[config.mk]
export PLATFORM = sky130hd
export DESIGN_NAME = dcache_ctrl
export DESIGN_NICKNAME = d
export VERILOG_FILES = /design/src/design/dcache_pkg.sv /design/src/design/dcache_ctrl.sv
export SDC_FILE = /design/constraint.sdc
export NUM_CORES = 1
export LEC_CHECK = 0
export BUFFER_PORTS_ARGS = -buffer_cell sky130_fd_sc_hd__buf_4
export CORE_AREA = 5 5 278 280
export DETAILED_ROUTE_END_ITERATION = 8
export DIE_AREA = 0 0 283 285
export PLACE_DENSITY = 0.38
export SETUP_SLACK_MARGIN = 0.15
export SYNTH_ARGS = -nofsm -noshare
export SYNTH_HDL_FRONTEND = slang
export SYNTH_SLANG_ARGS = --single-unit
[constraint.sdc]
create_clock -name clk -period 19.55 [get_ports clk]
set_input_delay 2.9325 -clock clk [delete_from_list [all_inputs] [get_ports clk]]
set_output_delay 2.9325 -clock clk [all_outputs]
set_load 0.02 [all_outputs]
[src/design/dcache_pkg.sv]
// dcache shared definitions: geometry, field widths, request structs, controller states
package dcache_pkg;

    // address and data geometry
    localparam int ADDR_W   = 64;
    localparam int WORD_W   = 64;
    localparam int MASK_W   = WORD_W / 8;
    localparam int OFFSET_W = 3;
    localparam int INDEX_W  = 6;
    localparam int TAG_W    = ADDR_W - INDEX_W - OFFSET_W;
    localparam int NUM_SETS = 1 << INDEX_W;

    // replacement age counters
    localparam int AGE_W   = 3;
    localparam int AGE_MAX = (1 << AGE_W) - 1;

    typedef logic [ADDR_W-1:0]  addr_t;
    typedef logic [WORD_W-1:0]  word_t;
    typedef logic [MASK_W-1:0]  mask_t;
    typedef logic [TAG_W-1:0]   tag_t;
    typedef logic [INDEX_W-1:0] index_t;
    typedef logic [AGE_W-1:0]   age_t;
    typedef logic               way_t;

    // cpu load/store request, only one of rd and wr set
    typedef struct packed {
        logic  rd;
        logic  wr;
        addr_t addr;
        word_t wdata;
        mask_t mask;
    } cpu_req_t;

    // word-wide memory port request
    typedef struct packed {
        logic  rd;
        logic  wr;
        addr_t addr;
        word_t wdata;
    } mem_req_t;

    typedef enum logic [2:0] {
        IDLE,
        LOOKUP,
        WBACK,
        REFILL,
        FILL,
        RESPOND
    } cache_state_e;

endpackage

[src/design/dcache_ctrl.sv]
// dcache controller: request latch, hit/miss FSM, writeback and refill over the memory port
`timescale 1ns/100ps

module dcache_ctrl import dcache_pkg::*; (
    input  logic       clk,
    input  logic       rst,
    input  cpu_req_t   req_i,
    input  logic       mem_ok_i,
    input  word_t      mem_rdata_i,
    input  logic       hit_i,
    input  way_t       hit_way_i,
    input  logic [1:0] valid_i,
    input  logic [1:0] dirty_i,
    input  way_t       victim_i,
    input  tag_t       victim_tag_i,
    input  word_t      victim_data_i,
    input  word_t      read_data_i,
    output index_t     index_o,
    output tag_t       tag_o,
    output way_t       way_o,
    output logic       tag_we_o,
    output logic       set_dirty_o,
    output mask_t      data_we_o,
    output word_t      data_wr_o,
    output logic       touch_o,
    output word_t      rdata_o,
    output logic       done_o,
    output mem_req_t   mem_req_o
);

    cache_state_e state_q;
    cache_state_e state_d;
    cpu_req_t     req_q;
    way_t         way_q;
    word_t        refill_q;
    logic         victim_dirty;
    word_t        bit_mask;

    assign index_o = req_q.addr[OFFSET_W +: INDEX_W];
    assign tag_o   = req_q.addr[ADDR_W-1 -: TAG_W];

    // target way is decided in lookup, then held
    assign way_o        = (state_q == LOOKUP) ? (hit_i ? hit_way_i : victim_i) : way_q;
    assign victim_dirty = valid_i[victim_i] && dirty_i[victim_i];

    // byte mask widened to bits for the fill merge
    always_comb begin
        for (int b = 0; b < MASK_W; b++) begin
            bit_mask[8*b +: 8] = {8{req_q.mask[b]}};
        end
    end

    always_comb begin
        state_d = state_q;
        case (state_q)
            IDLE:    if (req_i.rd || req_i.wr) state_d = LOOKUP;
            LOOKUP: begin
                if (hit_i) state_d = RESPOND;
                else if (victim_dirty) state_d = WBACK;
                else state_d = REFILL;
            end
            WBACK:   if (mem_ok_i) state_d = REFILL;
            REFILL:  if (mem_ok_i) state_d = FILL;
            FILL:    state_d = RESPOND;
            RESPOND: state_d = IDLE;
            default: state_d = IDLE;
        endcase
    end

    always_ff @(posedge clk or negedge rst) begin
        if (!rst) begin
            state_q <= IDLE;
            way_q   <= 1'b0;
        end else begin
            state_q <= state_d;
            if (state_q == LOOKUP) way_q <= way_o;
        end
    end

    // request and refill payload
    always_ff @(posedge clk) begin
        if (state_q == IDLE && (req_i.rd || req_i.wr)) req_q <= req_i;
        if (state_q == REFILL && mem_ok_i) refill_q <= mem_rdata_i;
    end

    // store writes: masked on hit, merged full word on fill
    always_comb begin
        tag_we_o    = 1'b0;
        set_dirty_o = 1'b0;
        data_we_o   = '0;
        data_wr_o   = req_q.wdata;
        if (state_q == LOOKUP && hit_i && req_q.wr) begin
            data_we_o   = req_q.mask;
            set_dirty_o = 1'b1;
        end else if (state_q == FILL) begin
            tag_we_o    = 1'b1;
            data_we_o   = '1;
            set_dirty_o = req_q.wr;
            if (req_q.wr) data_wr_o = (refill_q & ~bit_mask) | (req_q.wdata & bit_mask);
            else data_wr_o = refill_q;
        end
    end

    always_comb begin
        mem_req_o = '0;
        if (state_q == WBACK) begin
            mem_req_o.wr    = 1'b1;
            mem_req_o.addr  = {victim_tag_i, index_o, {OFFSET_W{1'b0}}};
            mem_req_o.wdata = victim_data_i;
        end else if (state_q == REFILL) begin
            mem_req_o.rd   = 1'b1;
            mem_req_o.addr = {tag_o, index_o, {OFFSET_W{1'b0}}};
        end
    end

    assign done_o  = (state_q == RESPOND);
    assign touch_o = done_o;
    assign rdata_o = (done_o && req_q.rd) ? read_data_i : '0;

    // memory port carries one direction at a time
    a_mem_one_dir: assert property (@(posedge clk) disable iff (!rst)
        !(mem_req_o.rd && mem_req_o.wr));

    a_done_pulse: assert property (@(posedge clk) disable iff (!rst)
        done_o |=> !done_o);

endmodule

# After elaboration in Yosys (flattened, before gate mapping)
# Index checks and enable logic that the tools add are counted.
[totals]
ff_bits = 206
inputBits = 395
out_inout_bits = 332
wordCells = 58
[op_classes]
mux = 28
n_lt_le_gt_ge = 1
reduce_logical = 9
n_eq_ne = 8
bitwise_logic = 4
[ops]
columns = ["operator", "count"]
rows = [
  ["2-to-1 mux 64 bit", 7],
  ["AND 64 bit", 2],
  ["inverter 64 bit", 1],
  ["OR 64 bit", 1],
  ["2-to-1 mux 8 bit", 2],
  ["case mux 3 bit (5 select lines)", 1],
  ["2-to-1 mux 1 bit", 14],
  ["2-to-1 mux 3 bit", 4],
  ["== test 3 x 2 -> 1 bit (second input constant)", 2],
  ["== test 3 bit (second input constant)", 2],
  ["logical AND 1 bit", 6],
  ["!= test 2 bit (second input constant)", 3],
  ["== test 3 x 1 -> 1 bit (second input constant)", 1],
  ["logical NOT 3 bit", 1],
  ["AND reduction 3 bit", 1],
  ["< comparator 1 x 2 -> 1 bit (second input constant)", 1],
  ["logical OR 1 bit", 1],
]

# Depth between registers and ports, before layout
# Gate-level depths: netlist of run 1.
[depth]
depth_word = 6
depth_mapped = 5
mapped_depth_nobuf = 3

# Worst setup path before layout of run 1
# Ideal clock, no wire load.
[synth_timing]
kind = "input to register"
from = "input port req_i[136] in the netlist's numbering"
to = "register req_q, in the netlist bit_mask[0], enable pin"
path_buffers = 0
arrival_time_ps = 15621
path_stages = 2
setup_slack_ps = 2969
setup_ps = 960
t_required_ps = 18590
path_cell_list = "nor2_1 nor4_1"
[synth_via]
elab_chain_len = 2
[synth_lines]
columns = ["item", "line_no", "source"]
rows = [
  ["start, declared", "dcache_ctrl.sv:7", "input cpu_req_t req_i,"],
  ["logical OR 1 bit", "dcache_ctrl.sv:82", "if (state_q == IDLE && (req_i.rd || req_i.wr)) req_q <= req_i;"],
  ["logical AND 1 bit", "dcache_ctrl.sv:82", ""],
  ["end signal, assigned", "dcache_ctrl.sv:82", ""],
  ["end, declared", "dcache_ctrl.sv:33", "cpu_req_t req_q;"],
]
# Every way passes these cells.
# A chain may end at the register's enable or synchronous reset.

# Final worst setup path of run 1
[layout_timing]
from = "input port hit_i"
to = "output port data_we_o[7]"
[layout_via]
elab_chain_len = 3
[layout_lines]
columns = ["item", "line_no", "source"]
rows = [
  ["start, declared", "dcache_ctrl.sv:10", "input logic hit_i,"],
  ["logical AND 1 bit (2 in series)", "dcache_ctrl.sv:92", "if (state_q == LOOKUP && hit_i && req_q.wr) begin"],
  ["2-to-1 mux 8 bit", "dcache_ctrl.sv:92", ""],
  ["end, declared", "dcache_ctrl.sv:23", "output mask_t data_we_o,"],
]
# Every way passes these cells.

==> flow_metrics.env, run 1 <==
export IMPL_status="completed"
export IMPL_drv_cap=0
export IMPL_drc=0
export IMPL_powerDensity_nw_per_um2=124.0
export IMPL_numPortBuffers=720
export IMPL_skew_ps=55.37
export IMPL_synth_top_area_cell="edfxtp_1"
export IMPL_max_freq_mhz=148.3
export IMPL_yosysTopAreaCellShare_pct=61.02
export IMPL_insertion_delay_ps=600
export IMPL_cts_setup_buffers=0
export IMPL_slew_limit_headroom_pct=28.46
export IMPL_worstMarginPinSlew_ps=1073
export IMPL_ys_seq_elements=203
export IMPL_top_layer="met5"
export IMPL_gp_congestion=0.8344
export IMPL_hold_buffers=0
export IMPL_cp_start_kind="input pin"
export IMPL_fin_crit_ps=6742
export IMPL_grt_max_degree=67
export IMPL_switching_share_pct=38.12
export IMPL_setup_viol=0
export IMPL_numCtsBuffers=28
export IMPL_seqPwrFrac_pct=31.2
export IMPL_htree_levels=1
export IMPL_syn_area_um2=9793
export IMPL_start_util_pct=13.20
export IMPL_worst_r2r_setup_slack_ps=16980
export IMPL_grt_ovfl_total=0
export IMPL_layout_cells_non_filler=2322
export IMPL_cts_sinks=203
export IMPL_die_width_um=283
export IMPL_p_clk_share_pct=23.8
export IMPL_r2r_cells=3
export IMPL_avgRoutedWirePerCell_um=21.47
export IMPL_drt_met1_wl_um=17570
export IMPL_route_vias_total=7891
export IMPL_finalHoldViolations=0
export IMPL_ys_warn_count=0
export IMPL_min_path_cells=2
export IMPL_final_nets=1724
export IMPL_arrival_ps=3810
export IMPL_cts_max_path_buffers=3
export IMPL_met3WireLength_um=4902
export IMPL_dp_hpwl_um=41210
export IMPL_rsz0062_at_grt="false"
export IMPL_dieArea_um2=80660
export IMPL_syn_inst=673
export IMPL_leakagePower_uw=0.007773
export IMPL_seq_area_frac_synth_pct=62.04
export IMPL_cp_required_ps=16620
export IMPL_grt_usage_pct=11.53
export IMPL_drv_slew=0
export IMPL_areaGrowthSynthToFinish_pct=70.76
export IMPL_grt_pass1_wl_um=68170
export IMPL_crit_type="in2out"
export IMPL_netlist_top_cells_area="edfxtp_1 (61%), mux2_4 (9.8%), mux2i_1 (5.8%)"
export IMPL_ctsRootBufferMaster="clkbuf_16"
export IMPL_core_area_um2=74200
export IMPL_route_met2_wl_um=26280
export IMPL_clk_pin_slew_worst_paths_ps=60
export IMPL_ctsResizeCount=0
export IMPL_antenna_found_initial=10
export IMPL_internal_power_uw=1283
export IMPL_first_global_vias=8720
export IMPL_cts_tree="done"
export IMPL_first_pass_iters=4
export IMPL_vdd_drop_max_mv=0.07157
export IMPL_cp_end_kind="output pin"
export IMPL_crit_fanout=8
export IMPL_drive_gt1_share_pct=63.06
export IMPL_power_switching_uw=790.5
export IMPL_power_frac_comb_pct=45.0
export IMPL_drt_iter0_drc=289
export IMPL_nFillCells=8008
export IMPL_ant_nets=0
export IMPL_tns_ps=0
export IMPL_rows=100
export IMPL_die_h_um=285
export IMPL_min_path_type="reg2reg"
export IMPL_pin_count=727
export IMPL_finalCritPeriodShare_pct=34.48
export IMPL_synthDistinctLibCells=33
export IMPL_avgSynthCellArea_um2=14.55
export IMPL_vias_per_cell=3.398
export IMPL_drt_wl_total_um=49850
export IMPL_dp_cells=2268
## Yosys cell counts
library cell,number
edfxtp_1,199
and2_1,71
and3_1,66
buf_4,66
mux2_4,64
nor2_1,58
mux2i_1,57
clkbuf_1,20
buf_2,15
nand2_1,10
a21o_1,9
nand2_8,8
dfrtp_1,4
nor3b_1,4
a21oi_1,3
nand2b_1,2
a211oi_1,1
a2bb2oi_1,1
and3b_1,1
buf_1,1
buf_12,1
buf_6,1
clkbuf_2,1
conb_1,1
mux2_2,1
nand3_1,1
nand3b_1,1
nor2b_1,1
nor3_1,1
nor3b_4,1
nor4_1,1
o21bai_1,1
o22ai_1,1
## routing by layer
metal / global-route usage, % / vias up
met5: 0 / -
met4: 3.001 / 2
met3: 5.184 / 52
met2: 21.30 / 400
met1: 11.90 / 3760
li1: - / 3677
## logic make-up (layout without fill, tap and decap cells)
| group | Yosys count | in the layout | synth area share, % |
|---|---|---|---|
| other | 1 | 8 | 0.03829 |
| flip-flops | 203 | 203 | 62.04 |
| AO/OA/AOI/OAI | 16 | 16 | 1.150 |
| AND/OR/NAND/NOR | 226 | 226 | 14.02 |
| buffers and inverters | 105 | 778 | 7.001 |
| multiplexers | 122 | 122 | 15.75 |
## critical path, cell delays in order
cell and delay [ps]:
buf_4 130, and3_1 360, a21o_1 220, buf_4 160
## final timing paths
| kind | start | end |
|---|---|---|
| max in group asynchronous | rst | state_q[0] |
| worst max register to register | state_q[1] | refill_q[2] |
| worst min register to register | way_q | way_q |
| worst max-delay path | hit_i | data_we_o[7] |
| min in group asynchronous | rst | way_q |
| worst min-delay path | way_q | way_q |
## power by group through the flow
stage / Combinational (uW) / Clock [uW] / Sequential, uW
6_report: 933 / 493 / 648
5_1_grt: 994 / 531 / 658
4_1_cts: 957 / 517 / 650
3_5_place_dp: 955 / 0 / 658
3_3_place_gp: 955 / 0 / 655
2_1_floorplan: 577 / 0 / 671
## sequential cells by signal, indices dropped and copies added, names as in the netlist
signal	count
req_q	66
refill_q	64
tag_o	55
bit_mask	8
index_o	6
state_q	3
way_q	1
## cell type report
class | instances | area [um^2] | share of cell area, %
flip-flops and latches | 203 | 6080 | 36.36
multi-input cells | 367 | 3059 | 18.29
diodes | 5 | 12.51 | 0.07482
clock inverters | 17 | 170.2 | 1.018
well taps | 969 | 1212 | 7.250
repair buffers | 729 | 5473 | 32.73
clock buffers | 32 | 715.7 | 4.280
## layout by cell type, fill, tap and decap left out, drive strengths merged, types with 2 or more instances in the layout
cell type / n
clkinvlp: 3
clkinv: 11
and2: 71
mux2: 65
nand2: 18
nor2: 58
and3: 66
nor3b: 5
a21oi: 3
a21o: 9
conb: 3
edfxtp: 199
nand2b: 2
clkbuf: 32
dfrtp: 4
diode: 5
mux2i: 57
buf: 729
bufinv: 2
## metrics by stage
stage	hold WS, ps	total power, uW	setup slack [ps]	utilization (%)	area (um^2)
detailed placement	518.0	1613	12770	21.33	15820
global route	571.4	2183	12700	22.54	16720
global placement	506.1	1611	12750	21.33	15820
CTS	533.5	2124	12760	22.52	16710
finish	537.6	2074	12810	22.54	16720
floorplan	480.5	1248	2969	-	9801
Note: power is estimated with default switching activity, not from simulation.
==> run 2: changes to the inputs <==
--- a/config.mk
+++ b/config.mk
@@ -6,9 +6,9 @@
 export NUM_CORES = 1
 export LEC_CHECK = 0
 export BUFFER_PORTS_ARGS = -buffer_cell sky130_fd_sc_hd__buf_4
-export CORE_AREA = 5 5 278 280
+export CORE_AREA = 5 5 283 285
 export DETAILED_ROUTE_END_ITERATION = 8
-export DIE_AREA = 0 0 283 285
+export DIE_AREA = 0 0 288 290
 export PLACE_DENSITY = 0.38
 export SETUP_SLACK_MARGIN = 0.15
 export SYNTH_ARGS = -nofsm -noshare
==> constraint.sdc (replaced) <==
create_clock -name clk -period 6.2 [get_ports clk]
set_input_delay 0.93 -clock clk [delete_from_list [all_inputs] [get_ports clk]]
set_output_delay 0.93 -clock clk [all_outputs]
set_load 0.02 [all_outputs]
==> run 2 against run 1 <==
Against the previous run: combinational power rose to 3.1 times the previous value; sequential power rose to 3.2 times the previous value; highest routed layer unchanged; critical endpoint is now rdata_o[7]; design area is 0.60% higher; non-clock buffer count fell by 2; die area grew 3.6%; global-route usage about the same; sequential cell count did not move.
==> flow_metrics.env, run 2 (synthesis gave the netlist of run 1 again) <==
export IMPL_first_global_vias=8520
export IMPL_drive_gt1_share_pct=63.00
export IMPL_antenna_found_initial=22
export IMPL_htree_levels=1
export IMPL_avgRoutedWirePerCell_um=21.78
export IMPL_clk_pin_slew_worst_paths_ps=50
export IMPL_route_vias_total=8018
export IMPL_cts_setup_buffers=0
export IMPL_grt_usage_pct=11.56
export IMPL_status="completed"
export IMPL_drv_cap=0
export IMPL_cts_sinks=203
export IMPL_vdd_drop_max_mv=0.2790
export IMPL_cts_max_path_buffers=3
export IMPL_dp_slack_ps=3002
export IMPL_largest_reg_flops=66
export IMPL_grt_pass1_wl_um=68820
export IMPL_leakagePower_uw=0.007755
export IMPL_setup_viol=0
export IMPL_grt_ovfl_total=0
export IMPL_max_freq_mhz=269.6
export IMPL_drt_wl_total_um=52290
export IMPL_first_pass_iters=4
export IMPL_drt_iter0_drc=231
export IMPL_powerDensity_nw_per_um2=389.3
export IMPL_tns_ps=0
export IMPL_final_cell_mix="buf_4 (726), edfxtp_1 (199), and2_1 (71)"
export IMPL_crit_fanout=66
export IMPL_drc=0
export IMPL_start_util_pct=12.70
export IMPL_core_area_um2=77080
export IMPL_worstMarginPinSlew_ps=1070
export IMPL_drv_slew=0
export IMPL_arrival_ps=2780
export IMPL_crit_type="reg2out"
export IMPL_fin_crit_ps=3709
export IMPL_skew_ps=11.64
export IMPL_vias_per_cell=3.339
export IMPL_gp_congestion=0.8399
export IMPL_final_common_cell="buf_4"
export IMPL_slew_limit_headroom_pct=28.68
export IMPL_rows=102
export IMPL_cp_end_kind="output pin"
export IMPL_pin_count=727
export IMPL_insertion_delay_ps=580
export IMPL_die_width_um=288
export IMPL_ctsResizeCount=0
export IMPL_ctsRootBufferMaster="clkbuf_16"
export IMPL_cp_required_ps=5270
export IMPL_finalHoldViolations=0
export IMPL_ant_nets=0
export IMPL_numCtsBuffers=27
export IMPL_dp_hpwl_um=42950
export IMPL_top_register="req_q"
export IMPL_numPortBuffers=720
export IMPL_cp_start_kind="flip-flop"
export IMPL_die_h_um=290
export IMPL_finalCritPeriodShare_pct=59.82
export IMPL_hold_buffers=0
export IMPL_dieArea_um2=83520
export IMPL_min_path_type="in2async"
export IMPL_areaGrowthSynthToFinish_pct=71.78
export IMPL_setup_slack_ps=2491
export IMPL_grt_max_degree=136
export IMPL_final_nets=1721
export IMPL_rsz0062_at_grt="false"
export IMPL_cts_tree="done"
==> run 2: cell type report <==
type / count / area (um^2)
multi-input combinational: 367 / 3068
fill: 8465 / 60260
clock buffer: 31 / 690.7
antenna: 15 / 37.54
clock inverter: 18 / 175.2
sequential: 203 / 6080
tap: 1040 / 1301
timing repair buffer: 727 / 5470
==> run 2: layer usage <==
metal / share of wire [%] / global-route usage (%)
met5: 0.025 / 0
met4: 2.8 / 3.647
met3: 9.3 / 4.403
met2: 53 / 21.59
met1: 35 / 11.80
==> run 2: through the flow <==
| stage | utilization (%) | total power [uW] | std cells | area (um^2) | hold WS (ps) |
|---|---|---|---|---|---|
| detailed placement | 20.65 | 5092 | 2337 | 15920 | 534.3 |
| global placement | 20.65 | 5089 | 2337 | 15920 | 516.6 |
| global route | 21.81 | 6894 | 2396 | 16810 | 92.69 |
| finish | 21.82 | 6549 | 2401 | 16820 | 144.5 |
| CTS | 21.77 | 6704 | 2386 | 16780 | 88.20 |
| floorplan | - | 3849 | 675 | 9816 | 480.5 |
==> run 2: worst paths after layout <==
path | slack [ps] | cells after the start | from | end
min | 140 | 1 | rst | state_q[2]
min in group clk | 520 | 1 | mem_rdata_i[17] | refill_q[17]
max | 2490 | 3 | state_q[0] | rdata_o[7]
max reg2reg | 3190 | 2 | state_q[1] | refill_q[38]
max in group asynchronous | 5940 | 1 | rst | state_q[0]
min reg2reg | 540 | 2 | way_q | way_q
==> run 2: worst max-delay path: stages, from the launching register on <==
cell and delay (ps):
dfrtp_4 700, and3b_2 930, and3_1 330, buf_4 170
==> run 2: power breakdown <==
part           switching, uW  internal (uW)
logic                   1670           1250
registers                186           1890
clock network            668            890
total                   2520           4030
==> run 3: changes to the inputs <==
==> constraint.sdc (replaced) <==
create_clock -name clk -period 3.4 [get_ports clk]
set_input_delay 0.51 -clock clk [delete_from_list [all_inputs] [get_ports clk]]
set_output_delay 0.51 -clock clk [all_outputs]
set_load 0.02 [all_outputs]
==> run 3 against run 2 <==
Against the previous run: register-to-register slack worse by 2000 ps; worst setup slack worse by 2100 ps; final cell count is 0.17% higher; non-clock buffer count is 5 higher; die area stayed put; hold slack worse by 39 ps; design area is 0.10% higher; combinational power is 84% higher; sequential cell count stayed put; largest cell class unchanged.
==> flow_metrics.env, run 3 (synthesis gave the netlist of run 1 again) <==
export IMPL_cts_sinks=203
export IMPL_clk_pin_slew_worst_paths_ps=60
export IMPL_start_util_pct=12.70
export IMPL_route_vias_total=8001
export IMPL_first_pass_iters=4
export IMPL_grt_ovfl_total=0
export IMPL_avgRoutedWirePerCell_um=21.36
export IMPL_ctsRootBufferMaster="clkbuf_16"
export IMPL_status="completed"
export IMPL_vias_per_cell=3.327
export IMPL_drv_cap=0
export IMPL_areaGrowthSynthToFinish_pct=71.96
export IMPL_numPortBuffers=720
export IMPL_cp_required_ps=2890
export IMPL_min_path_type="in2reg"
export IMPL_drt_iter0_drc=247
export IMPL_path_buf_inv=2
export IMPL_dp_hpwl_um=42720
export IMPL_final_core_util_pct=21.85
export IMPL_cts_max_path_buffers=3
export IMPL_grt_usage_pct=11.39
export IMPL_rsz0062_at_grt="false"
export IMPL_powerDensity_nw_per_um2=699.9
export IMPL_dieArea_um2=83520
export IMPL_skew_ps=9.584
export IMPL_htree_levels=1
export IMPL_vdd_drop_max_mv=0.3793
export IMPL_drc=0
export IMPL_die_h_um=290
export IMPL_antenna_found_initial=25
export IMPL_max_stage_delay_ps=590
export IMPL_cp_start_kind="flip-flop"
export IMPL_rows=102
export IMPL_crit_type="reg2out"
export IMPL_arrival_ps=2510
export IMPL_final_nets=1726
export IMPL_insertion_delay_ps=580
export IMPL_largest_reg_flops=66
export IMPL_worstMarginPinSlew_ps=701.8
export IMPL_top_register="req_q"
export IMPL_pin_count=727
export IMPL_leakagePower_uw=0.007780
export IMPL_cts_tree="done"
export IMPL_slew_limit_headroom_pct=53.21
export IMPL_drv_slew=0
export IMPL_ant_nets=0
export IMPL_nFillCells=8421
export IMPL_fin_crit_ps=3020
export IMPL_first_global_vias=8792
export IMPL_setup_slack_ps=379.8
export IMPL_finalCritPeriodShare_pct=88.83
export IMPL_drt_wl_total_um=51380
export IMPL_cts_setup_buffers=0
export IMPL_drive_gt1_share_pct=62.69
export IMPL_cp_end_kind="output pin"
export IMPL_gp_congestion=0.8274
export IMPL_grt_max_degree=90
export IMPL_final_common_cell="buf_4"
export IMPL_crit_fanout=18
export IMPL_grt_pass1_wl_um=68130
export IMPL_final_cell_mix="buf_4 (727), edfxtp_1 (199), and2_1 (71)"
export IMPL_finalHoldViolations=0
export IMPL_tns_ps=0
export IMPL_place_area_um2=15970
export IMPL_final_cell_area_um2=16840
export IMPL_hold_ws_ps=106.0
export IMPL_crit_slowest_cell="dfrtp_1"
export IMPL_worst_r2r_setup_slack_ps=1230
export IMPL_crit_family="flip-flops"
export IMPL_numCtsBuffers=27
export IMPL_setup_viol=0
export IMPL_core_area_um2=77080
export IMPL_die_width_um=288
export IMPL_dp_slack_ps=834.2
export IMPL_path_cells="nor3b_4 -> buf_6 -> nand2_8 -> mux2_4 -> buf_4"
export IMPL_max_freq_mhz=331.1
==> run 3: repair_timing <==
item / in CTS / in global routing
endpoints found under the setup margin: 0 / 26
endpoints found under the hold margin: 4 / 0
resized for setup: 0 / 1
hold buffers: 1 / 0
==> run 3: layer usage <==
layer / vias to the layer above / track usage, % / part of all wire (%)
li1: 3700 / - / -
met1: 3788 / 10.74 / 33
met2: 433 / 21.64 / 54
met3: 78 / 4.686 / 9.9
met4: 2 / 4.530 / 3.5
met5: - / 0 / 0.025
==> run 3: power by group <==
group	internal, uW	switching (uW)
Combinational	2310	3050
Clock	1530	1160
Sequential	3440	295
==> run 3: through the flow <==
step,power (uW),std cells
floorplan,7043,675
detailed placement,9267,2341
CTS,12080,2391
global placement,9258,2341
finish,11790,2405
global route,12440,2403
==> run 3: area by class of cell <==
| type | instances | area (um^2) | area share [%] |
|---|---|---|---|
| sequential | 203 | 6080 | 36.10 |
| timing repair buffer | 732 | 5539 | 32.89 |
| multi-input combinational | 367 | 3068 | 18.22 |
| tap | 1040 | 1301 | 7.727 |
| clock buffer | 33 | 698.2 | 4.146 |
| clock inverter | 16 | 118.9 | 0.7058 |
| antenna | 14 | 35.03 | 0.2080 |
==> run 3: final timing paths <==
kind,start,to,cells past startpoint
min in group asynchronous,rst,way_q,2
hold reg to reg,way_q,way_q,2
setup / recovery,state_q[2],data_wr_o[41],5
max in group asynchronous,rst,state_q[0],2
setup reg to reg,state_q[1],refill_q[8],3
hold / removal,req_i[86],tag_o[5],1
